===== src/gpuPkg.sv =====
package gpuPkg;

  //////////////////////////////////////////////////
  // micro-op encodings
  //////////////////////////////////////////////////

  typedef enum logic [3:0]
  {
    gNop,        // idle slot
    gWfBuffer,   // push converted row to framebuffer
    gIncFbAddr,  // step framebuffer address
    gWrr,        // move op1 into dst
    gWrl,        // literal into dst
    gRvmem,      // video memory read strobe
    gAdd,
    gAddl,       // dst + literal
    gSub,
    gSubl,       // dst - literal
    gAnd,
    gShl,        // op1 shifted by literal
    gJz,
    gJnz,
    gGoto
  } gpuOpE;

  // engine-visible registers, also used as destinations
  typedef enum logic [3:0]
  {
    rLcdc, rBgp, rMcuAddr, rBh, rBl, rCurTile, rR0, rR1
  } gpuRegE;

  // operand sources; first eight line up with gpuRegE
  typedef enum logic [4:0]
  {
    sLcdc, sBgp, sMcuAddr, sBh, sBl, sCurTile, sR0, sR1,
    sMapBase,   // tile map base from LCDC bit 6
    sTileBase,  // tile set base, signed set aware
    sVmemData,  // raw byte from video memory
    sVmemShl4,  // byte times 16, one tile = 16 bytes
    sZero
  } gpuSrcE;

  typedef enum logic [2:0]
  {
    hLcdc, hScy, hScx, hLyc, hBgp
  } hostRegE;

  //////////////////////////////////////////////////
  // microcode word
  //////////////////////////////////////////////////

  localparam int UopWidth = 24;
  localparam int LitWidth = 6;  // literal, also the jump target
  localparam int PcWidth  = 6;

  // msb first: op, dst, src0, src1, lit
  typedef struct packed
  {
    gpuOpE               op;
    gpuRegE              dst;
    gpuSrcE              src0;
    gpuSrcE              src1;
    logic [LitWidth-1:0] lit;
  } gpuUopT;

  //////////////////////////////////////////////////
  // memory map and LCDC bits
  //////////////////////////////////////////////////

  localparam logic [15:0] MapBase0     = 16'h9800;
  localparam logic [15:0] MapBase1     = 16'h9c00;
  localparam logic [15:0] TileSet1Base = 16'h8000;  // unsigned numbers
  localparam logic [15:0] TileSet0Base = 16'h9000;  // signed, 0..127
  localparam logic [15:0] TileSet0Neg  = 16'h8000;  // signed, -128..-1 lands at 8800

  localparam int LcdcEnableBit  = 7;
  localparam int LcdcMapBit     = 6;
  localparam int LcdcTileSetBit = 4;

endpackage


===== src/gpuUopIf.sv =====
`timescale 1ns/10ps

// decoded micro-op, driven straight from the microcode ROM
interface gpuUopIf import gpuPkg::*; ();

  gpuOpE               op;
  gpuRegE              dst;
  gpuSrcE              src0;
  gpuSrcE              src1;
  logic [LitWidth-1:0] lit;  // literal or jump target

  modport seq
  (
    output op, dst, src0, src1, lit
  );

  modport alu
  (
    input op, lit
  );

  // op needed for the addl/subl operand swap
  modport regs
  (
    input op, dst, src0, src1
  );

endinterface


===== src/gpuSequencer.sv =====
`timescale 1ns/10ps

module gpuSequencer import gpuPkg::*;
#(
  parameter int TileCount = 4
)
(
  input  logic       clk,
  input  logic       reset,
  input  logic [7:0] lcdc,
  input  logic       jump,
  gpuUopIf.seq       uop
);

  localparam int RomDepth = 16;
  localparam logic [PcWidth-1:0] LoopPc = 6'd2;   // top of per-tile loop
  localparam logic [PcWidth-1:0] HaltPc = 6'd15;  // self jump

  logic [PcWidth-1:0]  pc;
  logic [UopWidth-1:0] romWord;
  gpuUopT              word;
  logic                active;

  assign active = lcdc[LcdcEnableBit];

  //////////////////////////////////////////////////
  // program counter
  //////////////////////////////////////////////////

  always_ff @(posedge clk)
  begin
    if (reset || !active)
      pc <= '0;  // disabled engine restarts from 0
    else if (jump)
      pc <= uop.lit;
    else
      pc <= pc + 1'b1;
  end

  function automatic logic [UopWidth-1:0] uopWord(gpuOpE op, gpuRegE dst, gpuSrcE s0,
                                                  gpuSrcE s1, logic [LitWidth-1:0] lit);
    return {op, dst, s0, s1, lit};
  endfunction

  //////////////////////////////////////////////////
  // background microcode
  //////////////////////////////////////////////////

  always_comb
  begin
    case (pc)
      6'd0:  romWord = uopWord(gWrl, rR0, sZero, sZero, LitWidth'(TileCount));
      6'd1:  romWord = uopWord(gWrr, rCurTile, sZero, sZero, '0);       // start at tile 0
      6'd2:  romWord = uopWord(gAdd, rMcuAddr, sMapBase, sCurTile, '0); // map entry
      6'd3:  romWord = uopWord(gRvmem, rR1, sZero, sZero, '0);
      6'd4:  romWord = uopWord(gAdd, rMcuAddr, sTileBase, sVmemShl4, '0); // row 0 of tile
      6'd5:  romWord = uopWord(gRvmem, rR1, sZero, sZero, '0);
      6'd6:  romWord = uopWord(gWrr, rBl, sZero, sVmemData, '0);     // low plane
      6'd7:  romWord = uopWord(gAddl, rMcuAddr, sZero, sZero, 6'd1);
      6'd8:  romWord = uopWord(gRvmem, rR1, sZero, sZero, '0);
      6'd9:  romWord = uopWord(gWrr, rBh, sZero, sVmemData, '0);     // high plane
      6'd10: romWord = uopWord(gWfBuffer, rR1, sZero, sZero, '0);
      6'd11: romWord = uopWord(gIncFbAddr, rR1, sZero, sZero, '0);
      6'd12: romWord = uopWord(gAddl, rCurTile, sZero, sZero, 6'd1);
      6'd13: romWord = uopWord(gSubl, rR0, sZero, sZero, 6'd1);     // sets zero flag
      6'd14: romWord = uopWord(gJnz, rR1, sZero, sZero, LoopPc);
      default: romWord = uopWord(gGoto, rR1, sZero, sZero, HaltPc); // parked
    endcase
  end

  assign word = gpuUopT'(romWord);

  // idle engine issues nops so nothing moves before LCDC bit 7
  always_comb
  begin
    uop.op   = active ? word.op : gNop;
    uop.dst  = word.dst;
    uop.src0 = word.src0;
    uop.src1 = word.src1;
    uop.lit  = word.lit;
  end

  pcInRom: assert property (@(posedge clk) disable iff (reset) pc < RomDepth)
    else $error("sequencer pc left microcode ROM: %0d", pc);

endmodule


===== src/gpuRegFile.sv =====
`timescale 1ns/10ps

module gpuRegFile import gpuPkg::*;
(
  input  logic        clk,
  input  logic        reset,
  input  logic        hostWe,
  input  hostRegE     hostSel,
  input  logic [7:0]  hostData,
  input  logic [7:0]  mcuReadData,
  gpuUopIf.regs       uop,
  input  logic        regWe,
  input  logic [15:0] result,
  output logic [15:0] op0,
  output logic [15:0] op1,
  output logic [7:0]  lcdc,
  output logic [7:0]  scy,
  output logic [7:0]  scx,
  output logic [7:0]  lyc,
  output logic [7:0]  bgp,
  output logic [15:0] mcuAddr,
  output logic [7:0]  bh,
  output logic [7:0]  bl
);

  logic [15:0] curTile;
  logic [15:0] r0;       // tiles left
  logic [15:0] mapBase;
  logic [15:0] tileBase;
  gpuSrcE      op1Sel;

  //////////////////////////////////////////////////
  // register writes
  //////////////////////////////////////////////////

  always_ff @(posedge clk)
  begin
    if (reset)
    begin
      lcdc    <= '0;
      scy     <= '0;
      scx     <= '0;
      lyc     <= '0;
      bgp     <= '0;
      mcuAddr <= '0;
      bh      <= '0;
      bl      <= '0;
      curTile <= '0;
      r0      <= '0;
    end
    else
    begin
      if (regWe)
      begin
        case (uop.dst)
          rLcdc:    lcdc    <= result[7:0];
          rBgp:     bgp     <= result[7:0];
          rMcuAddr: mcuAddr <= result;
          rBh:      bh      <= result[7:0];
          rBl:      bl      <= result[7:0];
          rCurTile: curTile <= result;
          rR0:      r0      <= result;
          default:  ;
        endcase
      end
      // host comes last, wins a same-cycle clash
      if (hostWe)
      begin
        case (hostSel)
          hLcdc:   lcdc <= hostData;
          hScy:    scy  <= hostData;  // host only
          hScx:    scx  <= hostData;  // host only
          hLyc:    lyc  <= hostData;  // host only
          hBgp:    bgp  <= hostData;
          default: ;
        endcase
      end
    end
  end

  //////////////////////////////////////////////////
  // derived sources and operand muxes
  //////////////////////////////////////////////////

  assign mapBase = lcdc[LcdcMapBit] ? MapBase1 : MapBase0;

  // set 0 numbers are signed, bit 7 picks the 8800 half
  assign tileBase = lcdc[LcdcTileSetBit] ? TileSet1Base :
                    mcuReadData[7]       ? TileSet0Neg  : TileSet0Base;

  function automatic logic [15:0] srcMux(gpuSrcE sel);
    case (sel)
      sLcdc:     return {8'h00, lcdc};
      sBgp:      return {8'h00, bgp};
      sMcuAddr:  return mcuAddr;
      sBh:       return {8'h00, bh};
      sBl:       return {8'h00, bl};
      sCurTile:  return curTile;
      sR0:       return r0;
      sMapBase:  return mapBase;
      sTileBase: return tileBase;
      sVmemData: return {8'h00, mcuReadData};
      sVmemShl4: return {4'h0, mcuReadData, 4'h0};
      default:   return '0;  // sZero, also the unused R1 slot
    endcase
  endfunction

  // read-modify-write ops take op1 from their destination
  assign op1Sel = (uop.op == gAddl || uop.op == gSubl) ? gpuSrcE'({1'b0, uop.dst}) : uop.src1;

  assign op0 = srcMux(uop.src0);
  assign op1 = srcMux(op1Sel);

endmodule


===== src/gpuAlu.sv =====
`timescale 1ns/10ps

module gpuAlu import gpuPkg::*;
(
  input  logic        clk,
  input  logic        reset,
  gpuUopIf.alu        uop,
  input  logic [15:0] op0,
  input  logic [15:0] op1,
  output logic [15:0] result,
  output logic        regWe,
  output logic        jump,
  output logic        fbWe,
  output logic        incFbAddr,
  output logic        mcuReadRequest
);

  logic [15:0] litExt;
  logic        zeroFlag;

  assign litExt = {{(16-LitWidth){1'b0}}, uop.lit};

  //////////////////////////////////////////////////
  // decode and compute
  //////////////////////////////////////////////////

  always_comb
  begin
    result         = op1;  // passthrough for non-writing ops
    regWe          = 1'b0;
    jump           = 1'b0;
    fbWe           = 1'b0;
    incFbAddr      = 1'b0;
    mcuReadRequest = 1'b0;
    case (uop.op)
      gWfBuffer:  fbWe = 1'b1;
      gIncFbAddr: incFbAddr = 1'b1;
      gRvmem:     mcuReadRequest = 1'b1;  // mcuAddr already latched
      gWrr:       regWe = 1'b1;
      gWrl:
      begin
        result = litExt;
        regWe  = 1'b1;
      end
      gAdd:
      begin
        result = op1 + op0;
        regWe  = 1'b1;
      end
      gAddl:
      begin
        result = op1 + litExt;
        regWe  = 1'b1;
      end
      gSub:
      begin
        result = op1 - op0;
        regWe  = 1'b1;
      end
      gSubl:
      begin
        result = op1 - litExt;  // loop counter decrement
        regWe  = 1'b1;
      end
      gAnd:
      begin
        result = op1 & op0;
        regWe  = 1'b1;
      end
      gShl:
      begin
        result = op1 << uop.lit[3:0];
        regWe  = 1'b1;
      end
      gJz:    jump = zeroFlag;
      gJnz:   jump = !zeroFlag;
      gGoto:  jump = 1'b1;
      default: ;  // gNop
    endcase
  end

  // zero flag follows every register write
  always_ff @(posedge clk)
  begin
    if (reset)
      zeroFlag <= 1'b0;
    else if (regWe)
      zeroFlag <= (result == 16'h0000);
  end

  oneStrobe: assert property (@(posedge clk) disable iff (reset)
    $onehot0({fbWe, incFbAddr, mcuReadRequest, regWe}))
    else $error("more than one ALU strobe active");

endmodule


===== src/gpuPixelPath.sv =====
`timescale 1ns/10ps

module gpuPixelPath
(
  input  logic        clk,
  input  logic        reset,
  input  logic [7:0]  bh,
  input  logic [7:0]  bl,
  input  logic [7:0]  bgp,
  input  logic        fbWe,
  input  logic        incFbAddr,
  output logic [15:0] fbData,
  output logic [15:0] fbAddr
);

  //////////////////////////////////////////////////
  // palette conversion, 8 pixels side by side
  //////////////////////////////////////////////////

  always_comb
  begin
    for (int i = 0; i < 8; i++)
    begin
      // color index = {high plane, low plane}
      fbData[2*i +: 2] = bgp[2*{bh[i], bl[i]} +: 2];
    end
  end

  // framebuffer word address
  always_ff @(posedge clk)
  begin
    if (reset)
      fbAddr <= '0;
    else if (incFbAddr)
      fbAddr <= fbAddr + 16'd1;
  end

  // address only steps right behind a write
  stepAfterWrite: assert property (@(posedge clk) disable iff (reset)
    incFbAddr |-> $past(fbWe))
    else $error("framebuffer address stepped without a write");

endmodule


===== src/gpu.sv =====
`timescale 1ns/10ps

module gpu import gpuPkg::*;
#(
  parameter int TileCount = 4  // 1 to 63
)
(
  input  logic        clk,
  input  logic        reset,
  input  logic        hostWe,
  input  hostRegE     hostSel,
  input  logic [7:0]  hostData,
  input  logic [7:0]  mcuReadData,
  output logic        fbWe,
  output logic [15:0] fbData,
  output logic [15:0] fbAddr,
  output logic [15:0] mcuAddr,
  output logic        mcuReadRequest,
  output logic [7:0]  lcdc,
  output logic [7:0]  scy,
  output logic [7:0]  scx,
  output logic [7:0]  lyc,
  output logic [7:0]  bgp
);

  logic [15:0] op0;
  logic [15:0] op1;
  logic [15:0] result;
  logic        regWe;
  logic        jump;
  logic        incFbAddr;
  logic [7:0]  bh;  // tile row, high plane
  logic [7:0]  bl;  // tile row, low plane

  gpuUopIf uopBus();

  gpuSequencer #(.TileCount(TileCount)) u_sequencer
  (
    .clk(clk), .reset(reset), .lcdc(lcdc), .jump(jump), .uop(uopBus)
  );

  gpuRegFile u_regFile
  (
    .clk(clk), .reset(reset),
    .hostWe(hostWe), .hostSel(hostSel), .hostData(hostData),
    .mcuReadData(mcuReadData), .uop(uopBus), .regWe(regWe), .result(result),
    .op0(op0), .op1(op1),
    .lcdc(lcdc), .scy(scy), .scx(scx), .lyc(lyc), .bgp(bgp),
    .mcuAddr(mcuAddr), .bh(bh), .bl(bl)
  );

  gpuAlu u_alu
  (
    .clk(clk), .reset(reset), .uop(uopBus), .op0(op0), .op1(op1),
    .result(result), .regWe(regWe), .jump(jump), .fbWe(fbWe),
    .incFbAddr(incFbAddr), .mcuReadRequest(mcuReadRequest)
  );

  gpuPixelPath u_pixelPath
  (
    .clk(clk), .reset(reset), .bh(bh), .bl(bl), .bgp(bgp),
    .fbWe(fbWe), .incFbAddr(incFbAddr), .fbData(fbData), .fbAddr(fbAddr)
  );

endmodule


===== config.mk =====
export PLATFORM = sky130hd
export DESIGN_NAME = gpu
export DESIGN_NICKNAME = d
export VERILOG_FILES = /design/src/gpuPkg.sv /design/src/gpuUopIf.sv /design/src/gpuSequencer.sv /design/src/gpuRegFile.sv /design/src/gpuAlu.sv /design/src/gpuPixelPath.sv /design/src/gpu.sv
export SDC_FILE = /design/constraint.sdc
export NUM_CORES = 1
export LEC_CHECK = 0
export ABC_CLOCK_PERIOD_IN_PS = 13050
export BUFFER_PORTS_ARGS = -buffer_cell sky130_fd_sc_hd__buf_2
export CAP_MARGIN = 30
export CORE_MARGIN = 8
export CORE_UTILIZATION = 52
export CTS_CLUSTER_DIAMETER = 150
export DETAILED_ROUTE_END_ITERATION = 6
export PLACE_DENSITY = 0.82
export SYNTH_ARGS = -nofsm -noshare
export SYNTH_HDL_FRONTEND = slang
export SYNTH_SLANG_ARGS = --single-unit

===== constraint.sdc =====
create_clock -name clk -period 13.05 [get_ports clk]
set_input_delay 0.6525 -clock clk [delete_from_list [all_inputs] [get_ports clk]]
set_output_delay 0.6525 -clock clk [all_outputs]
set_load 0.005 [all_outputs]

### Word-level counts from Yosys, hierarchy flattened

Memory sizes are Yosys's and may differ from the RTL's. A register that Yosys moved wholly into a read port is not among the register bits.
Index checks and enable logic that the tools add are counted.

* bits in registers: 127
* memory bits (read-only): 272
* bits of input ports: 22
* output and inout port bits: 90
* word-level logic and storage cells: 117
* memories: 1

* add/subtract/negate cells: 6
* eq/ne operators: 44
* shift-type cells: 9
* muxes and demuxes: 24
* bitwise gates (word level): 1
* reduce and logical (&&, ||, !) cells: 19

Memories
* (name not given): depth 16, bits a word 17, rd ports 1, clocked after memory_dff 1, wr ports 0, RTL line gpuSequencer.sv:51 `case (pc)`

Operators with widths (count)
* 16-bit one-hot mux with 11 select lines: 2
* 16-bit one-hot mux with 7 select lines: 1
* 8-bit two-way mux: 8
* 8-bit by 4-bit variable part select with 2-bit output: 8
* 5-bit by 4-bit == test with 1-bit output, second input constant: 8
* 5-bit by 3-bit == test with 1-bit output, second input constant: 6
* 4-bit by 3-bit == test with 1-bit output, second input constant: 7
* 4-bit == test, second input constant: 7
* 24-bit two-way mux: 1
* 5-bit by 2-bit == test with 1-bit output, second input constant: 4
* 16-bit by 1-bit adder with 16-bit output, second input constant: 1
* 16-bit adder: 1
* 16-bit by 6-bit adder with 16-bit output: 1
* 16-bit AND: 1
* 4-bit by 2-bit == test with 1-bit output, second input constant: 4
* 16-bit zero test: 1
* 16-bit two-way mux: 1
* 2-bit AND reduction: 8
* 16-bit by 4-bit << shifter with 16-bit output: 1
* 16-bit subtractor: 1
* 16-bit by 6-bit subtractor with 16-bit output: 1
* 13-bit two-way mux: 1
* 11-bit two-way mux: 1
* 5-bit by 1-bit == test with 1-bit output, second input constant: 2
* other kinds (17): 26

### Longest topological paths before layout

Gate-level depths: netlist of run 1.

* depth in word-level cells: 14
* gate-level depth with buffers: 25
* gate-level depth less buffers: 21

### Modules after synthesis

From an unflattened synthesis of run 1, not the netlist that was laid out.

* cell total of the unflattened synthesis: 1351
* area total of the unflattened synthesis: 11106.9 µm²

By module, submodules not included
* gpuRegFile: times used 1, cells an instance 705, area an instance 5866.9 µm², sequential area each 2082.0 µm²
* gpuAlu: times used 1, cells an instance 411, area an instance 2849.0 µm², sequential area each 20.0 µm²
* gpuSequencer: times used 1, cells an instance 135, area an instance 1286.2 µm², sequential area each 460.4 µm²
* gpuPixelPath: times used 1, cells an instance 100, area an instance 1104.8 µm², sequential area each 320.3 µm²

### Worst setup path before layout of run 1

No wires, ideal clock.

* kind: register to register
* from: register with a tool-made name
* to: register u_alu.zeroFlag
* setup time: 0.096 ns
* data arrival time: 4.764 ns
* required time: 12.954 ns
* setup slack: 8.190 ns
* stages on the path, launching flop included: 23
* buffers on the path: 3
* period minus slack after synthesis: 4.860 ns
* cell sequence: dfxtp_1 -> buf_6 -> or3b_1 -> buf_2 -> a21oi_4 -> buf_2 -> o21ai_0 -> o22a_1 -> nor3_2 -> ha_1 -> inv_1 -> fa_1 -> a21o_1 -> a21o_1 -> a2111oi_0 -> nor3_1 -> nor3_1 -> or3_1 -> xnor2_1 -> a211o_1 -> nor3_1 -> nand4_1 -> o41ai_2

RTL lines
* end signal, assigned: RTL line gpuAlu.sv:88 `zeroFlag <= (result == 16'h0000);`
* end, declared: RTL line gpuAlu.sv:19 `logic zeroFlag;`

### Final worst setup path of run 1

* from: register u_sequencer.pc[4]
* to: register u_alu.zeroFlag

* longest elaborated chain between the ends: 11
* elaborated cells between the ends (all ways): 47
* classes of those cells: 4 x add/sub; 28 x eq/ne; 1 x shift; 7 x mux; 1 x bitwise; 6 x reduce/logical

RTL lines
* start, declared: RTL line gpuSequencer.sv:19 `logic [PcWidth-1:0] pc;`
* start signal, assigned: RTL line gpuSequencer.sv:35 `pc <= uop.lit;`
* start signal, assigned: RTL line gpuSequencer.sv:37 `pc <= pc + 1'b1;`
* 2-bit zero test *: RTL line gpuSequencer.sv:51
* 24-bit two-way mux *: RTL line gpuSequencer.sv:51
* 4-bit two-way mux: RTL line gpuSequencer.sv:76 `uop.op = active ? word.op : gNop;`
* 4-bit by 3-bit == test with 1-bit output or 4-bit == test (tied branches): RTL line gpuRegFile.sv:109, gpuAlu.sv:35
* 1-bit logical OR: RTL line gpuRegFile.sv:109 `assign op1Sel = (uop.op == gAddl || uop.op == gSubl) ? gpuSrcE'({1'b0, uop.dst}) : uop.src1;`
* 5-bit two-way mux: RTL line gpuRegFile.sv:109
* 5-bit by 4-bit == test with 1-bit output (tied with other cells): RTL line gpuRegFile.sv:92 `case (sel)`
* 16-bit one-hot mux with 11 select lines: RTL line gpuRegFile.sv:92
* 16-bit by 6-bit subtractor with 16-bit output (tied with other cells): RTL line gpuAlu.sv:62 `result = op1 - litExt;`
* 16-bit one-hot mux with 7 select lines: RTL line gpuAlu.sv:35 `case (uop.op)`
* 16-bit zero test: RTL line gpuAlu.sv:88

Every way passes the cells marked *; elsewhere a longest branch is shown, timed or not.
A chain may end at the register's enable or synchronous reset.

==> qor.txt, run 1 <==
Status - complete, but fails checks
Failing checks - DRC
Cell mode on critical path - nor3_1
Initial core utilization - 53.1%
Req. time, crit path - 13390 ps
Chip Height - 154 µm
Register bit total from synthesis - 144
Crit path cell chain - and4bb_2, o21ai_4, buf_4, mux2i_1, a22o_1, a211oi_2, inv_1, fa_1, a21o_1, a21o_1, a2111oi_0, nor3_1, nor3_1, xnor2_1, a221oi_1, nand2b_1, nor3_1, nand4_1, o41ai_2
Clk root buf - clkbuf_16
DIE WIDTH - 154 µm
Grt met1 use - 40.0%
Avg Cell Area, Syn - 7.94 µm²
Slew @ Worst Pin - 1140 ps
Initial antenna violation count - 1
# nets final - 1369
Final hold violations - 0
Layout area overhead - 11.9%
I/O Pins - 112
Final wirelength - 38200 µm
Max incr delay on CP - 740 ps
Worst Hold Slack - 451 ps
Core area - 18800 µm²
Worst clock skew - 16.0 ps
TNS Setup - 0 ps
Clock transition at path regs - 70 ps
# placed instances - 1530
PwrDens - 87.3 nW/µm²
Hpwl dp - 27800 µm
CP max FO - 32
Pre-antenna DRT Iters - 7
Avg WL per Cell - 24.4 µm
Vias in the first global route - 9970
Worst path arrival time - 6860 ps
Die area - 23900 µm²
Most common cell after layout, fill and taps aside - nor2_1
Prevailing post-synth register cell - dfxtp_1
Asr flop ratio synth - 0%
Max Freq - 0.153 GHz
Hold WC Path Type - register to register
Synth warn - 0
P_leak - 4.19 nW
Relative slew slack - 23.2%
GRT met3 Usage - 10.1%
Max clock buf depth - 2
Worst setup SP type - register
# Max-Cap Violations - 0
Non-Filler Instances - 1562
Post-synth EDFFs - 0
Critical Path End Type - register
Synth area leader - dfxtp_1
Largest net degree at the start of global routing - 97
IO buf count - 111
Yosys cell types - 93
Layout cells sized above 1 - 17.3%
Crit path time final - 6520 ps
Post-cts resize count - 0
Total CTS buffers - 17
Setup-failing EPs final - 0
Via count - 10700
Fill count - 1699
Synthesized net count - 1309
Clock sink count - 144
Most frequent cells in the layout - 156 x nor2_1, 144 x dfxtp_1, 143 x nand2_1, 111 x buf_2, 69 x a21oi_1
Cells after Synth - 1256
Total area of multi-input combinational cells - 6550 µm²
Area share of the largest cell type after synthesis - 28.9%
Seq/Total Area, Yosys - 28.9%
Top Usage Layer GRT - met2
DRC viols - 3
Crit-path slowest cell - dfxtp_1
Area of the mapped netlist - 9970 µm²
Post-CTS Setup Inserts - 0
Final period utilization - 50.0%
Initial detailed-routing violation count - 1360
FF+latch area - 2880 µm²
Hold-fix buffers, CTS - 0
GRT Overall Usage - 31.3%
CTS H-Tree Depth - 4
RSZ-0062 raised after global routing - false
Peak VDD IR - 0.0906 mV
ANT cells - 0
GRT met2 Usage - 46.8%
Total grt overflow - 0
Row count - 50
ANT nets after route - 0
Final estimated routing congestion in global placement - 1.01
Total power draw - 0.974 mW
Clk_lat worst skew - 440 ps
WS Path Type - register to register
Max-slew violation count - 0
Top cells by area, synth - dfxtp_1 29%, mux2i_1 6.7%, nor2_1 5.9%
Vias per inst - 6.83
CTS tree - built
First-pass GRT wire length - 58600 µm
## worst paths after layout
kind                          start          endpoint  slack [ps]  cells after the start
hold reg to reg    u_regFile.lyc[0]  u_regFile.lyc[0]         450                      2
hold / removal     u_regFile.lyc[0]  u_regFile.lyc[0]         450                      2
setup reg to reg  u_sequencer.pc[4]    u_alu.zeroFlag        6530                     19
setup / recovery  u_sequencer.pc[4]    u_alu.zeroFlag        6530                     19
## synth_stat cells (all sizes together), types with 16 or more instances
cell / number
nor2: 158
dfxtp: 144
nand2: 143
clkbuf: 73
a21oi: 70
mux2i: 68
nand3: 46
a211oi: 45
o21ai: 43
nor3: 41
inv: 37
ha: 30
a22oi: 26
o211ai: 23
buf: 21
nand4: 18
mux4: 17
or3: 17
and3: 16
## layer usage
metal,wire length [µm],vias to the layer above
li1,-,4739
met1,14900,4983
met2,16500,792
met3,4890,153
met4,1850,4
met5,49,-
## worst max-delay path: cells and delay by family, from the launching register on
kind,cells,cell delay (ps)
AO/OA/AOI/OAI,8,2780
AND/OR/NAND/NOR,6,1410
flip-flops,1,740
buffers and inverters,2,610
adder cells (fa/ha/maj),1,500
multiplexers,1,270
XOR/XNOR,1,100
## cell type report
type                    count  share of cell area, %
clock buffers              18                   3.85
clock inverters            13                   1.16
inverters                  37                   1.25
multi-input cells         981                   58.7
flip-flops and latches    144                   25.8
well taps                 234                   2.63
repair buffers            135                   6.57
## logic make-up after synthesis
kind of cell             count (synthesis)  synth area share (%)
AO/OA/AOI/OAI                          315                  22.7
XOR/XNOR                                27                  2.37
adder cells (fa/ha/maj)                 31                  3.97
buffers and inverters                  131                  5.47
flip-flops                             144                  28.9
multiplexers                            92                  11.5
other                                    1                0.0376
AND/OR/NAND/NOR                        515                  25.0
## power by group
group          internal (mW)  leakage (nW)  switching, mW
combinational         0.0160          2.76         0.0324
sequential             0.443          1.16        0.00707
clock                  0.265         0.262          0.211
## stage by stage
| step | instance area [µm²] | util (%) | setup slack (ps) |
|---|---|---|---|
| 6_report | 11200 | 59.4 | 6530 |
| 3_5_place_dp | 10600 | 56.4 | 6740 |
| 4_1_cts | 11100 | 59.4 | 6700 |
| 3_3_place_gp | 10600 | 56.3 | 6840 |
| 2_1_floorplan | 9970 | - | 8190 |
| 5_1_grt | 11200 | 59.4 | 6010 |
Note: power is estimated with default switching activity, not from simulation.
==> run 2, diff against run 1 <==
--- a/config.mk
+++ b/config.mk
@@ -5,14 +5,14 @@
 export SDC_FILE = /design/constraint.sdc
 export NUM_CORES = 1
 export LEC_CHECK = 0
-export ABC_CLOCK_PERIOD_IN_PS = 13050
+export ABC_CLOCK_PERIOD_IN_PS = 5300
 export BUFFER_PORTS_ARGS = -buffer_cell sky130_fd_sc_hd__buf_2
 export CAP_MARGIN = 30
 export CORE_MARGIN = 8
 export CORE_UTILIZATION = 52
 export CTS_CLUSTER_DIAMETER = 150
 export DETAILED_ROUTE_END_ITERATION = 6
-export PLACE_DENSITY = 0.82
+export PLACE_DENSITY = 0.85
 export SYNTH_ARGS = -nofsm -noshare
 export SYNTH_HDL_FRONTEND = slang
 export SYNTH_SLANG_ARGS = --single-unit
==> constraint.sdc (replaced) <==
create_clock -name clk -period 5.3 [get_ports clk]
set_input_delay 0.265 -clock clk [delete_from_list [all_inputs] [get_ports clk]]
set_output_delay 0.265 -clock clk [all_outputs]
set_load 0.005 [all_outputs]
==> run 2 against run 1 <==
Effect of this change:
- the run now ends clean
- sequential share of layout area fell by 1.4 points
- fmax rose by 26%
- combinational power rose to 2.7 times the previous value
- power rose to 2.5 times the previous value
==> qor.txt, run 2 (synthesis gave the netlist of run 1 again) <==
# nets final - 1443 (was 1369)
I/O Pins - 112 (unchanged)
Relative slew slack - 22.4% (was 23.2%)
Clk_lat worst skew - 440 ps (about the same)
Final period utilization - 97.4% (was 50.0%)
Most frequent cells in the layout - 155 x nor2_1, 143 x nand2_1, 140 x dfxtp_1, 110 x buf_2, 97 x buf_4 (was 156 x nor2_1, 144 x dfxtp_1, 143 x nand2_1, 111 x buf_2, 69 x a21oi_1)
Most common cell after layout, fill and taps aside - nor2_1 (unchanged)
First-pass GRT wire length - 58100 µm (was 58600 µm)
Hold-fix buffers, CTS - 0 (unchanged)
Core area - 18800 µm² (unchanged)
Pre-antenna DRT Iters - 6 (was 7)
Avg WL per Cell - 23.3 µm (was 24.4 µm)
Initial core utilization - 53.1% (unchanged)
Clk root buf - clkbuf_16 (unchanged)
Fill count - 1605 (was 1699)
Worst setup SP type - register (unchanged)
Worst clock skew - 11.5 ps (was 16.0 ps)
Req. time, crit path - 5640 ps (was 13390 ps)
Total power draw - 2.44 mW (was 0.974 mW)
Worst path arrival time - 5510 ps (was 6860 ps)
P_leak - 4.56 nW (was 4.19 nW)
Clock transition at path regs - 60 ps (was 70 ps)
ANT cells - 0 (unchanged)
Final hold violations - 0 (unchanged)
Critical Path End Type - register (unchanged)
Final estimated routing congestion in global placement - 1.03 (was 1.01)
WS Path Type - register to register (unchanged)
Max Freq - 0.194 GHz (was 0.153 GHz)
Layout cells sized above 1 - 23.0% (was 17.3%)
Crit path time final - 5160 ps (was 6520 ps)
CTS H-Tree Depth - 4 (unchanged)
DRC viols - 0 (was 3)
Layout area overhead - 18.7% (was 11.9%)
FF+latch area - 2890 µm² (was 2880 µm²)
CTS tree - built (unchanged)
Total area of multi-input combinational cells - 6620 µm² (was 6550 µm²)
Die area - 23900 µm² (unchanged)
Vias in the first global route - 10200 (was 9970)
Max clock buf depth - 2 (unchanged)
Status - complete, no violations (was complete, but fails checks)
Initial detailed-routing violation count - 1267 (was 1360)
Clock sink count - 144 (unchanged)
GRT Overall Usage - 30.8% (was 31.3%)
Hold WC Path Type - input pin to register (was register to register)
Hpwl dp - 28600 µm (was 27800 µm)
Row count - 50 (unchanged)
Initial antenna violation count - 0 (was 1)
CP max FO - 14 (was 32)
Largest net degree at the start of global routing - 95 (was 97)
Total grt overflow - 0 (unchanged)
PwrDens - 206 nW/µm² (was 87.3 nW/µm²)
Setup-failing EPs final - 0 (unchanged)
Via count - 10800 (was 10700)
Chip Height - 154 µm (unchanged)
Slew @ Worst Pin - 1150 ps (was 1140 ps)
Max-slew violation count - 0 (unchanged)
DIE WIDTH - 154 µm (unchanged)
Peak VDD IR - 0.208 mV (was 0.0906 mV)
Vias per inst - 6.61 (was 6.83)
ANT nets after route - 0 (unchanged)
Worst Hold Slack - 129 ps (was 451 ps)
IO buf count - 111 (unchanged)
Final wirelength - 38200 µm (about the same)
Total CTS buffers - 17 (unchanged)
# Max-Cap Violations - 0 (unchanged)
run 2: per-layer routing:
metal  GRT usage [%]  vias to the layer above  wire [µm]
met4            14.4                        0       1580
met1            39.6                     5136      15400
met2            47.5                      681      17100
met5               0                        -          0
met3            8.11                      120       4190
li1                -                     4884          -
run 2: power breakdown:
group          leakage [nW]  switching (mW)  internal (mW)
sequential             1.16          0.0154           1.09
combinational          3.12          0.0835         0.0458
clock                 0.281           0.527          0.675
run 2: cell type report:
| cell class | count | area share (%) |
|---|---|---|
| Multi-Input combinational cell | 981 | 56.0 |
| Sequential cell | 144 | 24.4 |
| Timing Repair Buffer | 209 | 11.0 |
| Clock buffer | 18 | 3.71 |
| Tap cell | 234 | 2.48 |
| Clock inverter | 14 | 1.26 |
| Inverter | 37 | 1.17 |
run 2: worst max-delay path: stages, from the launching register on:
cell and delay, ps:
dfxtp_2 390, buf_4 200, nor3_1 320, o211ai_1 330, o211ai_1 210, a21oi_1 100
a211oi_2 300, inv_1 130, fa_1 470, a21o_1 200, a21o_1 220, a2111oi_1 400
buf_4 180, nor3_1 70, nor3_1 270, or3_1 170, xnor2_1 70, a211o_1 320
nor3_1 140, nand4_1 220, o41ai_2 350
run 2: through the flow:
stage / TNS (ps) / cells / instance area (µm²) / utilization, % / worst slack, ps
floorplan: 0 / 1256 / 9970 / - / 440
global placement: 0 / 1592 / 11100 / 58.9 / 234
detailed placement: 0 / 1594 / 11100 / 59.0 / 63.7
CTS: 0 / 1626 / 11700 / 62.1 / 21.6
global route: -1.79 / 1637 / 11800 / 63.0 / -1.79
finish: 0 / 1637 / 11800 / 63.0 / 135
run 2: repair_timing:
| action | 4_1_cts | 5_1_grt |
|---|---|---|
| endpoints found under the setup margin | 0 | 5 |
| gates resized for setup | 0 | 21 |
| setup buffers | 0 | 11 |
run 2: path summary, 6_finish.rpt:
path	slack, ps	to	depth (start not counted)	startpoint
worst max-delay path	140	u_alu.zeroFlag	20	u_sequencer.pc[4]
worst min-delay path	130	u_regFile.scx[7]	3	hostData[7]
worst max register to register	140	u_alu.zeroFlag	20	u_sequencer.pc[4]
worst min register to register	450	u_regFile.lyc[3]	2	u_regFile.lyc[3]
